<file path="config.mk">
export PLATFORM = sky130hd
export DESIGN_NAME = star_top
export DESIGN_NICKNAME = d
export VERILOG_FILES = /design/src/hdl/star_pkg.sv /design/src/hdl/star_video_timing.sv /design/src/hdl/star_regs.sv /design/src/hdl/star_field.sv /design/src/hdl/star_rom_arbiter.sv /design/src/hdl/star_mixer.sv /design/src/hdl/star_top.sv
export VERILOG_INCLUDE_DIRS = /design/src /design/src/hdl
export SDC_FILE = /design/constraint.sdc
export NUM_CORES = 1
export LEC_CHECK = 0
export BUFFER_PORTS_ARGS = -buffer_cell sky130_fd_sc_hd__buf_2
export CORE_AREA = 2 2 185 187
export DETAILED_ROUTE_END_ITERATION = 8
export DIE_AREA = 0 0 187 189
export PLACE_DENSITY = 0.87
export SYNTH_ARGS = -nofsm -noshare
export SYNTH_HDL_FRONTEND = slang
export SYNTH_SLANG_ARGS = --single-unit
</file>
<file path="constraint.sdc">
create_clock -name clk -period 7.1 [get_ports clk]
set_input_delay 1.065 -clock clk [delete_from_list [all_inputs] [get_ports clk]]
set_output_delay 1.065 -clock clk [all_outputs]
set_load 0.005 [all_outputs]
</file>
<file path="src/hdl/star_settings.svh">
/*
 * Star-field layer settings
 * Counter widths, line and frame extents, pixel enable divider
 * and APB register offsets.
 */
`ifndef STAR_SETTINGS_SVH
`define STAR_SETTINGS_SVH

`define STAR_DUMP_W       9       // hdump and vdump width
`define STAR_CEN_W        2       // pixel enable divider counter width
`define STAR_CEN_DIV      4       // clocks per pixel

`define STAR_HDUMP_MAX    9'd511  // last pixel of a line
`define STAR_VDUMP_MAX    9'd261  // last line of a frame
`define STAR_HS_START     9'd432
`define STAR_HS_END       9'd464
`define STAR_VB_START     9'd240  // blank wraps through line 0
`define STAR_VB_END       9'd16

`define STAR_CACHE_DEPTH  16      // star bytes per line
`define STAR_ROM_AW       13
`define STAR_APB_AW       8

`define STAR_REG_HPOS0    8'h00
`define STAR_REG_VPOS0    8'h04
`define STAR_REG_HPOS1    8'h08
`define STAR_REG_VPOS1    8'h0C
`define STAR_REG_CTRL     8'h10

`endif

</file>
<file path="src/hdl/star_pkg.sv">
/*
 * Star-field shared types
 * Packed structs for video timing, field config, ROM requests,
 * pixels and APB, plus the arbiter owner encoding.
 */
`default_nettype none

`include "star_settings.svh"

package star_pkg;

    localparam logic [3:0] CLR_TRANSP = 4'hF; // transparent colour code

    // timing word sent to every field
    typedef struct packed {
        logic                    pxl_cen;
        logic                    hs;
        logic                    vb;
        logic [`STAR_DUMP_W-1:0] hdump;
        logic [`STAR_DUMP_W-1:0] vdump;
    } video_t;

    typedef struct packed {
        logic [`STAR_DUMP_W-1:0] hpos;
        logic [`STAR_DUMP_W-1:0] vpos;
        logic                    flip;
    } field_cfg_t;

    typedef struct packed {
        logic                    cs;
        logic [`STAR_ROM_AW-1:0] addr;  // {cache index, effective line}
    } rom_req_t;

    typedef struct packed {
        logic [2:0] pal;
        logic [3:0] color;  // 0xF is see-through
    } star_pxl_t;

    typedef struct packed {
        logic      field;   // 1 when field 1 supplied the pixel
        star_pxl_t pxl;
    } out_pxl_t;

    typedef struct packed {
        logic                    psel;
        logic                    penable;
        logic                    pwrite;
        logic [`STAR_APB_AW-1:0] paddr;
        logic [31:0]             pwdata;
    } apb_req_t;

    typedef struct packed {
        logic [31:0] prdata;
        logic        pready;
        logic        pslverr;
    } apb_rsp_t;

    typedef enum logic {
        OWN_F0 = 1'b0,
        OWN_F1 = 1'b1
    } owner_e;

endpackage

`default_nettype wire

</file>
<file path="src/hdl/star_video_timing.sv">
/*
 * Star-field video timing
 * Divides clk down to the pixel enable and runs the hdump and
 * vdump counters. HS and VB are decoded into registers.
 */
`timescale 1ns/10ps
`default_nettype none

`include "star_settings.svh"

module star_video_timing (
    input  wire              clk,
    input  wire              rst,
    output star_pkg::video_t video
);

    logic [`STAR_CEN_W-1:0]  cen_cnt;
    logic                    pxl_cen;
    logic [`STAR_DUMP_W-1:0] hdump;
    logic [`STAR_DUMP_W-1:0] vdump;
    logic                    hs;
    logic                    vb;

    always_ff @(posedge clk, posedge rst) begin
        if (rst) begin
            cen_cnt <= '0;
            pxl_cen <= 1'b0;
            hdump   <= '0;
            vdump   <= '0;
            hs      <= 1'b0;
            vb      <= 1'b0;
        end else begin
            // one enable every STAR_CEN_DIV clocks
            cen_cnt <= (cen_cnt == `STAR_CEN_W'(`STAR_CEN_DIV - 1)) ? '0 : cen_cnt + 1'd1;
            pxl_cen <= cen_cnt == `STAR_CEN_W'(`STAR_CEN_DIV - 1);
            if (pxl_cen) begin
                if (hdump == `STAR_HDUMP_MAX) begin
                    hdump <= '0;
                    vdump <= (vdump == `STAR_VDUMP_MAX) ? '0 : vdump + 1'd1; // frame wrap
                end else begin
                    hdump <= hdump + 1'd1;
                end
                // sync and blank lag the counters by one pixel
                hs <= hdump >= `STAR_HS_START && hdump < `STAR_HS_END;
                vb <= vdump >= `STAR_VB_START || vdump < `STAR_VB_END; // wraps past 0
            end
        end
    end

    assign video = '{
        pxl_cen: pxl_cen,
        hs:      hs,
        vb:      vb,
        hdump:   hdump,
        vdump:   vdump
    };

endmodule

`default_nettype wire

</file>
<file path="src/hdl/star_regs.sv">
/*
 * Star-field control registers
 * APB slave with scroll positions for both fields and a control
 * word (flip, en0, en1). No wait states.
 */
`timescale 1ns/10ps
`default_nettype none

`include "star_settings.svh"

module star_regs (
    input  wire                   clk,
    input  wire                   rst,
    input  star_pkg::apb_req_t    apb_req,
    output star_pkg::apb_rsp_t    apb_rsp,
    output star_pkg::field_cfg_t  cfg0,
    output star_pkg::field_cfg_t  cfg1,
    output logic [1:0]            en
);

    logic                    access;
    logic                    mapped;
    logic [31:0]             rdata;
    logic [`STAR_DUMP_W-1:0] hpos0, vpos0, hpos1, vpos1;
    logic [2:0]              ctrl;  // {en1, en0, flip}

    assign access = apb_req.psel & apb_req.penable; // access phase

    // address decode and read mux
    always_comb begin
        mapped = 1'b1;
        rdata  = '0;
        case (apb_req.paddr)
            `STAR_REG_HPOS0: rdata = {23'd0, hpos0};
            `STAR_REG_VPOS0: rdata = {23'd0, vpos0};
            `STAR_REG_HPOS1: rdata = {23'd0, hpos1};
            `STAR_REG_VPOS1: rdata = {23'd0, vpos1};
            `STAR_REG_CTRL:  rdata = {29'd0, ctrl};
            default:         mapped = 1'b0;  // rdata stays zero
        endcase
    end

    always_ff @(posedge clk, posedge rst) begin
        if (rst) begin
            hpos0 <= '0;
            vpos0 <= '0;
            hpos1 <= '0;
            vpos1 <= '0;
            ctrl  <= '0;
        end else if (access && apb_req.pwrite && mapped) begin
            case (apb_req.paddr)
                `STAR_REG_HPOS0: hpos0 <= apb_req.pwdata[8:0];
                `STAR_REG_VPOS0: vpos0 <= apb_req.pwdata[8:0];
                `STAR_REG_HPOS1: hpos1 <= apb_req.pwdata[8:0];
                `STAR_REG_VPOS1: vpos1 <= apb_req.pwdata[8:0];
                default:         ctrl  <= apb_req.pwdata[2:0]; // only CTRL left
            endcase
        end
    end

    assign apb_rsp = '{
        prdata:  access ? rdata : 32'd0,
        pready:  access,
        pslverr: access & ~mapped
    };

    // flip is common to both fields
    assign cfg0 = '{hpos: hpos0, vpos: vpos0, flip: ctrl[0]};
    assign cfg1 = '{hpos: hpos1, vpos: vpos1, flip: ctrl[0]};
    assign en   = ctrl[2:1];

endmodule

`default_nettype wire

</file>
<file path="src/hdl/star_field.sv">
/*
 * Star-field generator
 * Refills a 16-byte line cache from the star ROM after each HS,
 * then turns the byte of each 32-pixel cell into one star pixel.
 * Star colours twinkle with two frame-driven counters.
 */
`timescale 1ns/10ps
`default_nettype none

`include "star_settings.svh"

module star_field #(
    parameter int FIELD = 0
) (
    input  wire                   clk,
    input  wire                   rst,
    input  star_pkg::video_t      video,
    input  star_pkg::field_cfg_t  cfg,
    output star_pkg::rom_req_t    rom_req,
    input  wire [31:0]            rom_data,
    input  wire                   rom_ok,
    output star_pkg::star_pxl_t   pxl
);

    localparam int         CW        = $clog2(`STAR_CACHE_DEPTH);
    localparam logic [3:0] FCNT_INIT = (FIELD != 0) ? 4'h8 : 4'h0; // half-period apart

    logic [7:0]              cache [`STAR_CACHE_DEPTH];
    logic [CW-1:0]           cache_cnt;
    logic                    fill, hs_l, vb_l;
    logic [`STAR_DUMP_W-1:0] veff;
    logic [3:0]              fcnt, cnt15, cnt16;
    logic [3:0]              hpos_n, idx_sum, rom_hpos;
    logic [7:0]              star_data;
    logic [4:0]              xs_cnt, pos;
    logic [2:0]              pal_id;
    logic                    blank;

    // cache index as the ROM sees it
    assign hpos_n   = ~cfg.hpos[8:5];
    assign idx_sum  = hpos_n + cache_cnt + 4'd2;
    assign rom_hpos = ~(idx_sum ^ {4{cfg.flip}});
    assign rom_req  = '{cs: fill, addr: {rom_hpos, veff}};

    // fill burst control
    always_ff @(posedge clk, posedge rst) begin
        if (rst) begin
            hs_l      <= 1'b0;
            fill      <= 1'b0;
            cache_cnt <= '0;
        end else if (video.pxl_cen) begin
            hs_l <= video.hs;
            if (!video.hs && hs_l) begin    // HS falling edge
                fill      <= 1'b1;
                cache_cnt <= '0;
            end else if (fill && rom_ok) begin
                if (cache_cnt == CW'(`STAR_CACHE_DEPTH - 1))
                    fill <= 1'b0;           // last byte in
                else
                    cache_cnt <= cache_cnt + 1'd1;
            end
        end
    end

    always_ff @(posedge clk) begin
        if (video.pxl_cen && fill && rom_ok)
            cache[cache_cnt] <= rom_data[7:0]; // only low byte carries stars
    end

    // effective line and twinkle counters
    always_ff @(posedge clk, posedge rst) begin
        if (rst) begin
            veff  <= '0;
            vb_l  <= 1'b0;
            fcnt  <= FCNT_INIT;
            cnt15 <= '0;
            cnt16 <= '0;
        end else if (video.pxl_cen) begin
            if (!fill)                      // line held through the burst
                veff <= (cfg.vpos + video.vdump) ^ {`STAR_DUMP_W{cfg.flip}};
            vb_l <= video.vb;
            if (video.vb && !vb_l) begin    // once per frame
                fcnt <= fcnt + 1'd1;
                if (&fcnt) begin            // every 16 frames
                    cnt15 <= (cnt15 == 4'd14) ? 4'd0 : cnt15 + 1'd1; // never 0xF
                    cnt16 <= cnt16 + 1'd1;
                end
            end
        end
    end

    // stage 1: cache byte for the current cell
    always_ff @(posedge clk) begin
        if (video.pxl_cen)
            star_data <= cache[video.hdump[8:5]];
    end

    // stage 2: star position and colour
    always_ff @(posedge clk, posedge rst) begin
        if (rst) begin
            xs_cnt <= '0;
            pos    <= '0;
            pal_id <= '0;
            blank  <= 1'b1;
            pxl    <= '{pal: 3'd0, color: star_pkg::CLR_TRANSP};
        end else if (video.pxl_cen) begin
            if (video.hdump[4:0] == 5'd0)
                xs_cnt <= ~cfg.hpos[4:0];   // fine scroll inside the cell
            else
                xs_cnt <= xs_cnt - 1'd1;
            if (xs_cnt == 5'd0) begin
                pal_id <= star_data[7:5];
                pos    <= star_data[4:0] ^ {5{cfg.flip}};
                blank  <= star_data[4:0] == 5'hF;
            end else begin
                pos <= pos - 1'd1;
            end
            pxl.pal   <= pal_id;
            pxl.color <= (pos == 5'd0 && !blank) ? (pal_id[2] ? cnt15 : cnt16)
                                                 : star_pkg::CLR_TRANSP;
        end
    end

endmodule

`default_nettype wire

</file>
<file path="src/hdl/star_rom_arbiter.sv">
/*
 * Burst ROM arbiter
 * Two clients share one ROM port. A client keeps the port until
 * it drops cs. Client 0 wins a tie.
 */
`timescale 1ns/10ps
`default_nettype none

module star_rom_arbiter #(
    parameter type req_t = star_pkg::rom_req_t
) (
    input  wire  clk,
    input  wire  rst,
    input  req_t req0,
    input  req_t req1,
    output logic ok0,
    output logic ok1,
    output req_t rom_req,
    input  wire  rom_ok
);

    star_pkg::owner_e owner;
    logic             busy;
    logic             owner_cs;

    assign owner_cs = (owner == star_pkg::OWN_F1) ? req1.cs : req0.cs;

    always_ff @(posedge clk, posedge rst) begin
        if (rst) begin
            busy  <= 1'b0;
            owner <= star_pkg::OWN_F0;
        end else if (!busy) begin
            if (req0.cs) begin          // field 0 first
                busy  <= 1'b1;
                owner <= star_pkg::OWN_F0;
            end else if (req1.cs) begin
                busy  <= 1'b1;
                owner <= star_pkg::OWN_F1;
            end
        end else if (!owner_cs) begin
            busy <= 1'b0;               // burst over, rearbitrate next clock
        end
    end

    // port idles with cs low
    always_comb begin
        rom_req = '0;
        if (busy)
            rom_req = (owner == star_pkg::OWN_F1) ? req1 : req0;
    end

    assign ok0 = rom_ok & busy & (owner == star_pkg::OWN_F0);
    assign ok1 = rom_ok & busy & (owner == star_pkg::OWN_F1);

endmodule

`default_nettype wire

</file>
<file path="src/hdl/star_mixer.sv">
/*
 * Star-field mixer
 * Registered merge of both fields. Field 0 has priority and
 * disabled or see-through pixels fall through.
 */
`timescale 1ns/10ps
`default_nettype none

module star_mixer (
    input  wire                  clk,
    input  wire                  rst,
    input  star_pkg::star_pxl_t  pxl0,
    input  star_pkg::star_pxl_t  pxl1,
    input  wire [1:0]            en,
    output star_pkg::out_pxl_t   pixel_out
);

    localparam star_pkg::out_pxl_t NO_STAR = '{
        field: 1'b0,
        pxl:   '{pal: 3'd0, color: star_pkg::CLR_TRANSP}
    };

    always_ff @(posedge clk, posedge rst) begin
        if (rst)
            pixel_out <= NO_STAR;
        else if (en[0] && pxl0.color != star_pkg::CLR_TRANSP)
            pixel_out <= '{field: 1'b0, pxl: pxl0};
        else if (en[1] && pxl1.color != star_pkg::CLR_TRANSP)
            pixel_out <= '{field: 1'b1, pxl: pxl1}; // field bit marks layer 1
        else
            pixel_out <= NO_STAR;
    end

endmodule

`default_nettype wire

</file>
<file path="src/hdl/star_top.sv">
/*
 * Star-field layer top
 * Video timing, APB registers, two star fields sharing one ROM
 * port through the arbiter, and the output mixer.
 */
`timescale 1ns/10ps
`default_nettype none

module star_top (
    input  wire                 clk,
    input  wire                 rst,
    input  star_pkg::apb_req_t  apb_req,
    output star_pkg::apb_rsp_t  apb_rsp,
    output star_pkg::rom_req_t  rom_req,
    input  wire [31:0]          rom_data,
    input  wire                 rom_ok,
    output star_pkg::video_t    video,
    output star_pkg::out_pxl_t  pixel_out
);

    star_pkg::field_cfg_t cfg0, cfg1;
    star_pkg::rom_req_t   req0, req1;
    star_pkg::star_pxl_t  pxl0, pxl1;
    logic                 ok0, ok1;
    logic [1:0]           en;

    star_video_timing u_timing (
        .clk   (clk),
        .rst   (rst),
        .video (video)
    );

    star_regs u_regs (
        .clk     (clk),
        .rst     (rst),
        .apb_req (apb_req),
        .apb_rsp (apb_rsp),
        .cfg0    (cfg0),
        .cfg1    (cfg1),
        .en      (en)
    );

    // both fields read the same ROM data bus
    star_field #(.FIELD(0)) u_field0 (
        .clk      (clk),
        .rst      (rst),
        .video    (video),
        .cfg      (cfg0),
        .rom_req  (req0),
        .rom_data (rom_data),
        .rom_ok   (ok0),
        .pxl      (pxl0)
    );

    star_field #(.FIELD(1)) u_field1 (
        .clk      (clk),
        .rst      (rst),
        .video    (video),
        .cfg      (cfg1),
        .rom_req  (req1),
        .rom_data (rom_data),
        .rom_ok   (ok1),
        .pxl      (pxl1)
    );

    star_rom_arbiter #(.req_t(star_pkg::rom_req_t)) u_arbiter (
        .clk     (clk),
        .rst     (rst),
        .req0    (req0),
        .req1    (req1),
        .ok0     (ok0),
        .ok1     (ok1),
        .rom_req (rom_req),
        .rom_ok  (rom_ok)
    );

    star_mixer u_mixer (
        .clk       (clk),
        .rst       (rst),
        .pxl0      (pxl0),
        .pxl1      (pxl1),
        .en        (en),
        .pixel_out (pixel_out)
    );

endmodule

`default_nettype wire

</file>
==> results by group, run 1 <==
Timing
  – Final cycle utilization of the critical path: 0.552
  – Final max-slew violation count: 0
  – Min cycle time layout: just under 4 ns
  – Worst rel slew slack: 0.228
  – RSZ-0062 raised after global routing: no
  – Finish-stage setup viols: 0
  – Fmax: between 0.2 and 0.3 GHz
  – Hold_ws: about 0.45 ns
  – Clock skew: between 0.02 and 0.025 ns
  – Final TNS setup: 0 ns
  – Endpoints failing hold: 0
  – Slew @ Worst Pin: approximately 1.1 ns

Drt
  – DRC: 0
  – Total Wirelength: 42.2 mm
  – Vias post-DR: about 12k
  – Antenna Nets Post-Route: 0
  – Vias per std cell: slightly above 6
  – WL/cell: 21.7 um
  – Starting DRT DRC Count: ~1.2k
  – DR pass1 iterations: 7

Synthesis
  – Main area contributors after synthesis: edfxtp_1 (41%), dfrtp_1 (19%), mux4_2 (7.6%), mux2_2 (3.0%), ha_1 (2.9%)
  – Synth unique cells: between 60 and 70
  – Syn Area/Cell: between 10 and 15 um2
  – Commonest cells in the netlist: edfxtp_1 (272), dfrtp_1 (153), nand2_1 (88)
  – Number of enable flip-flop cells after synthesis: ~270
  – Synth Warn #: 0
  – Top-area cell type share of the netlist area: 0.412
  – Post-Syn Area: between 15000 and 20000 um2
  – Cell taking the most area after synthesis: edfxtp_1
  – Count leader, synth: edfxtp_1
  – Post-synthesis register bit count: between 400 and 500
  – Synth Flop Type: edfxtp_1
  – Mapped Cells: between 1k and 1.5k
  – Synth async-reset ratio: 0.382
  – Seq/Total Area, Yosys: 0.624

Clock network
  – Clk sink count: 440
  – Hold_buf cts: 0
  – H-tree depth reported by CTS: 2
  – CTS tree: done
  – Root buffer cell: clkbuf_16
  – Cts bufs inserted: 44
  – Clock-pin slew on the worst setup and hold paths: 0.06 ns
  – Setup Fix Bufs, Post-CTS: 0
  – Worst skew pair latency: about 0.55 ns
  – Maximum clock path buffer count: 3
  – Gates resized, CTS repair: 0

Power
  – Cell Pwr Density: between 200 and 300 nW/um2
  – Clk network pwr share: 0.436
  – Worst vdd ir: around 260 uV
  – P_leak: between 8 and 9 nW
  – Sw frac: 0.218
  – Power Internal: 4.48 mW
  – Sw Pwr: around 1.2 mW
  – Sequential fraction of design power: 0.502
  – Gate power share: 0.062

Flow run
  – # Max-Cap Violations: 0

Worst setup path
  – CP max FO: 5
  – Crit Path Category: reg -> out
  – Crit path launch type: register
  – Worst path required time: just over 6 ns
  – Worst setup EP type: output pin
  – Crit path DAT: about 2.9 ns

Die
  – Die Wd: approximately 190 um
  – Num ports: approximately 160
  – # rows: 67
  – Die height: approximately 190 um
  – Initial Utilization: 0.596
  – Die area: 35300 um2
  – Core box area: approximately 33000 um2

Placed design
  – DP HPWL: roughly 26 mm
  – Placed Area: 20600 um2
  – Routability cong.: 0.864
  – IO buf count: 84

Global route
  – Largest net degree at the start of global routing: 86
  – Total track usage: 0.240
  – Vias in the first global route: between 10k and 15k
  – Gr ovfl total: 0
  – Initial antenna violation count: 1
  – First-pass GRT wire length: 66.1 mm

Hold path
  – Worst hold-check path type: reg -> reg

Cells and area
  – Fin nets: about 1.6k
  – Layout cells sized above 1: 0.226
  – Area Growth Syn to Fin: 11.5%
  – Final instance area: around 22000 um2

Run status
  – Status: completed
[power groups by stage]
| stage | registers [mW] | logic (mW) | clock network [mW] |
|---|---|---|---|
| final | 2.87 | 0.353 | 2.49 |
| after global routing | 2.88 | 0.389 | 2.62 |
| after CTS | 2.87 | 0.356 | 2.52 |
| after detailed placement | 2.92 | 0.350 | 0 |
| after global placement | 2.91 | 0.334 | 0 |
| after floorplan | 2.87 | 0.269 | 0 |
[per-stage QoR]
step | std cells | util | power, mW | worst slack, ns
after floorplan | 1408 | - | 3.14 | 1.51
final | 1946 | 0.665 | 5.72 | 3.18
after global placement | 1862 | 0.618 | 3.25 | 3.42
after CTS | 1944 | 0.665 | 5.75 | 3.14
after global routing | 1945 | 0.665 | 5.89 | 3.03
after detailed placement | 1862 | 0.618 | 3.27 | 3.43
[layer usage]
layer  vias up  part of all wire  global-route usage
li1       5269                 -                   -
met1      5981              0.41               0.325
met2       518              0.49               0.404
met3        83             0.068              0.0384
met4         0             0.028              0.0760
met5         -                 0                   0
[cells in the final DEF (no fill, tap or decap), types with 18 or more instances in the layout]
| cell | instances |
|---|---|
| nor3_1 | 22 |
| o21ai_0 | 81 |
| mux2_2 | 53 |
| inv_1 | 37 |
| edfxtp_1 | 272 |
| clkbuf_16 | 45 |
| xnor2_1 | 52 |
| buf_2 | 84 |
| buf_4 | 18 |
| nand2_1 | 88 |
| a21oi_1 | 45 |
| mux2i_1 | 39 |
| nor2_1 | 73 |
| xor2_1 | 21 |
| nor2b_1 | 31 |
| conb_1 | 23 |
| mux4_2 | 67 |
| ha_1 | 46 |
| dfrtp_1 | 148 |
[final timing paths]
path                                            start  cells past startpoint  slack, ns                     to
worst max-delay path            u_field1.cache_cnt[1]                     11       3.18            rom_req[12]
worst min-delay path              u_timing.cen_cnt[0]                      1       0.45    u_timing.cen_cnt[0]
worst max register to register      u_timing.hdump[5]                      5       3.83  u_field0.star_data[6]
worst min register to register    u_timing.cen_cnt[0]                      1       0.45    u_timing.cen_cnt[0]
max in group asynchronous                         rst                      3       4.81       u_timing.pxl_cen
min in group asynchronous                         rst                      2       0.67      u_timing.hdump[0]
[registers in the layout (all words and copies together), names as in the netlist, 5 cells and up]
register	count
u_timing.vdump	9
u_regs.vpos0	9
u_field1.pxl	7
u_field1.veff	9
u_field1.pos	5
u_field0.xs_cnt	5
u_field1.star_data	8
u_timing.hdump	9
u_field0.veff	9
u_field0.star_data	8
u_field1.cache	128
u_mixer.pixel_out	8
u_field0.cache	128
u_field0.pos	5
u_regs.hpos1	9
u_field0.pxl	7
u_field1.xs_cnt	5
u_regs.hpos0	9
u_regs.vpos1	9
[logic make-up (layout without fill, tap and decap cells)]
logic type	count (synthesis)	count (layout)	synth area share
fa+ha+maj	50	50	0.0330
buf+inv	135	223	0.0334
compound gates	209	209	0.0643
other cells	1	25	0.000189
mux	168	168	0.133
flops	440	440	0.624
xor+xnor	73	73	0.0322
simple gates	310	310	0.0799
[worst max-delay path: stages (launching register included)]
cell and delay, ns:
dfrtp_1 0.42, inv_1 0.12, ha_1 0.29, inv_1 0.04, ha_1 0.19, fa_1 0.38, xnor2_1 0.20, xnor2_1 0.09
mux2i_1 0.26, xnor2_1 0.15, nor2_1 0.05, buf_2 0.14
[cell type report]
cell class                 instances  area [um2]
fill                            2203       11100
tap                              448         561
antenna                            2        5.00
clock buffer                      54        1190
clock inverter                    28         375
sequential                       440       12400
multi-input combinational        833        6900
timing repair buffer             102         556
inverter                          39         151
Power figures use the tool's default switching activity.
==> inputs of run 2 (changes only) <==
CORE_AREA = 2 2 195 197   (was 2 2 185 187)
DIE_AREA = 0 0 197 199   (was 0 0 187 189)
PLACE_DENSITY = 0.83   (was 0.87)
clock period = 3.23 ns   (was 7.1 ns; I/O delays follow)
==> run 2 against run 1 <==
Effect of this change: first-iteration DRC count down 16%; cell area up 1.7%; sequential cell count unchanged; sequential power up 120%; wire length up 2.7%; worst setup slack worse by 3.1 ns; clock-buffer cell count up 6; die area up 11%; largest cell class unchanged.
==> results by group, run 2 (synthesized netlist as in run 1, its figures left out) <==
Run status
  – Status: completed (unchanged)

Timing
  – Finish-stage setup viols: 0 (unchanged)
  – Setup WS post-layout: 0.0668 ns (was 3.18 ns)
  – Worst rel slew slack: 0.303 (was 0.228)
  – Final max-slew violation count: 0 (unchanged)
  – Clock skew: 0.0229 ns (was 0.0240 ns)
  – Fmax: about 0.32 GHz
  – Slew @ Worst Pin: 1.04 ns (was 1.15 ns)
  – Min cycle time layout: 3.16 ns
  – Final cycle utilization of the critical path: 0.979
  – Endpoints failing hold: 0 (unchanged)
  – RSZ-0062 raised after global routing: yes (was no)

Drt
  – Vias per std cell: 5.97 (was 6.09)
  – DRC: 0 (unchanged)
  – DR pass1 iterations: 5 (was 7)
  – Antenna Nets Post-Route: 0 (unchanged)
  – Starting DRT DRC Count: 1040 (was 1240)
  – WL/cell: 21.5 um (was 21.7 um)
  – Total Wirelength: 43.4 mm (was 42.2 mm)
  – Vias post-DR: 12.0k (was 11.9k)

Worst setup path
  – Slowest stage delay, CP: 0.38 ns (was 0.42 ns)
  – Crit path DAT: 2.68 ns (was 2.86 ns)
  – R2R setup slack: 0.60 ns (was 3.83 ns)
  – Worst R2R Start: u_timing.pxl_cen (was u_timing.hdump[5])
  – Slowest-stage cell, CP: dfrtp_1 (unchanged)
  – Reg2reg path depth: 5 (unchanged)
  – RR Endpoint: u_field1.cache[1][4] (was u_field0.star_data[6])
  – CP max FO: 3 (was 5)
  – Worst path required time: 2.75 ns (was 6.03 ns)
  – Most used cell, CP: xnor2_1 (unchanged)
  – Worst setup EP type: output pin (unchanged)
  – Crit-path cells: inv_2, ha_4, inv_1, ha_2, fa_2, xnor2_2, xnor2_1, mux2i_1, xnor2_1, nor2_1, buf_2 (was inv_1, ha_1, inv_1, ha_1, fa_1, xnor2_1, xnor2_1, mux2i_1, xnor2_1, nor2_1, buf_2)
  – Crit Path Category: reg -> out (unchanged)
  – Crit path launch type: register (unchanged)

Die
  – Initial Utilization: 0.534 (was 0.596)
  – Die Wd: 197 um (was 187 um)
  – # rows: 71 (was 67)
  – Core box area: 37100 um2 (was 33300 um2)
  – Num ports: 155 (unchanged)
  – Die height: 199 um (was 189 um)
  – Die area: 39200 um2 (was 35300 um2)

Cells and area
  – Area Growth Syn to Fin: 13.4% (was 11.5%)
  – Register area: 12400 um2 (about the same)
  – # fillers: 2679 (was 2203)
  – Final Non-Filler Cells: 2017 (was 1946)
  – Area taken by multi-input logic gates: 6920 um2 (was 6900 um2)
  – Fin nets: 1632 (was 1588)
  – Final core occ: 0.606 (was 0.665)
  – Biggest regs: u_field0.cache: 128 flops, u_field1.cache: 128 flops (unchanged)
  – Layout cells sized above 1: 0.248 (was 0.226)
  – Most frequent cells in the layout: edfxtp_1 (272), dfrtp_1 (147), nand2_1 (88), buf_2 (84), o21ai_0 (81) (was edfxtp_1 (272), dfrtp_1 (148), nand2_1 (88), buf_2 (84), o21ai_0 (81))
  – Final instance area: 22500 um2 (was 22100 um2)
  – Commonest non-fill, non-tap cell in the layout: edfxtp_1 (unchanged)

Global route
  – Largest net degree at the start of global routing: 72 (was 86)
  – Total track usage: 0.226 (was 0.240)
  – Gr ovfl total: 0 (unchanged)
  – Initial antenna violation count: 1 (unchanged)
  – First-pass GRT wire length: 67.8 mm (was 66.1 mm)
  – Vias in the first global route: 12.3k (was 11.9k)

Placed design
  – Placed Area: 20900 um2 (was 20600 um2)
  – Routability cong.: 0.886 (was 0.864)
  – Post-Place Cells: 1925 (was 1862)
  – DP HPWL: 28.3 mm (was 26.4 mm)
  – Post-Place Setup Slack: 0.459 ns (was 3.43 ns)
  – IO buf count: 84 (unchanged)

Clock network
  – Clk sink count: 440 (unchanged)
  – H-tree depth reported by CTS: 2 (unchanged)
  – Root buffer cell: clkbuf_16 (unchanged)
  – Clock-pin slew on the worst setup and hold paths: 0.06 ns (about the same)
  – Worst skew pair latency: 0.58 ns (was 0.55 ns)
  – Cts bufs inserted: 46 (was 44)
  – CTS tree: done (unchanged)
  – Maximum clock path buffer count: 3 (unchanged)
  – Hold_buf cts: 0 (unchanged)

Power
  – Power Total: 12.4 mW (was 5.72 mW)
  – P_leak: 8.67 nW (was 8.46 nW)
  – Worst vdd ir: 459 uV (was 265 uV)
  – Cell Pwr Density: 552 nW/um2 (was 259 nW/um2)

Hold path
  – Worst hold-check path type: in -> async (was reg -> reg)

Flow run
  – # Max-Cap Violations: 0 (unchanged)
==> run 2: cell types whose count changed in the layout (fill, tap and decap cells not counted), sizes merged <==
cell    change
diode       -1
bufinv      -4
clkinv      +5
buf        +42
clkbuf      +6
inv         -3
==> run 2: per-stage QoR <==
step / hold WS (ns) / setup TNS [ns]
4_1_cts: 0.0581 / 0
3_5_place_dp: 0.422 / 0
6_report: 0.0578 / 0
5_1_grt: 0.0944 / -0.0501
2_1_floorplan: 0.403 / 0
3_3_place_gp: 0.413 / 0
==> run 2: where the power goes <==
part	total, mW	switching, mW	internal [mW]
clock network	5.30	2.20	3.09
registers	6.28	0.127	6.15
logic	0.850	0.472	0.378
==> run 2: cell type report <==
| cell class | instances | share of cell area |
|---|---|---|
| timing repair buffer | 144 | 0.0409 |
| multi-input combinational | 833 | 0.307 |
| antenna | 1 | 0.000111 |
| tap | 474 | 0.0264 |
| clock buffer | 60 | 0.0544 |
| sequential | 440 | 0.551 |
| inverter | 39 | 0.00667 |
| clock inverter | 26 | 0.0132 |
==> run 2: layer usage <==
metal,wire length [um],GRT usage,vias to the layer above
li1,-,-,5367
met1,17900,0.301,6091
met3,2930,0.0359,89
met2,21200,0.375,489
met4,1310,0.0897,0
met5,0,0,-
==> run 2: worst max path at each step <==
stage | from | cells after the start | to
after CTS | u_field1.cache_cnt[1] | 11 | rom_req[12]
after global placement | u_field1.cache_cnt[1] | 11 | rom_req[12]
after global routing | u_regs.hpos0[6] | 10 | rom_req[12]
after detailed placement | u_field1.cache_cnt[1] | 11 | rom_req[12]
final | u_field1.cache_cnt[1] | 11 | rom_req[12]
after floorplan | u_timing.hdump[6] | 12 | u_timing.vdump[8]
==> run 2: critical path, delay by kind of cell (launching register included) <==
family / cells / cell delay (ns)
DFF: 1 / 0.38
muxes: 1 / 0.18
and+or+nand+nor: 1 / 0.06
buffers and inverters: 3 / 0.26
adders and majority gates: 3 / 0.80
xor gates and xnor gates: 3 / 0.45
==> run 2: repair_timing <==
action | CTS | global route
pin swaps | 7 | 5
resized for setup | 8 | 2
cloned | 0 | 0
setup endpoints to repair | 1 | 1
buffers inserted | 3 | 2
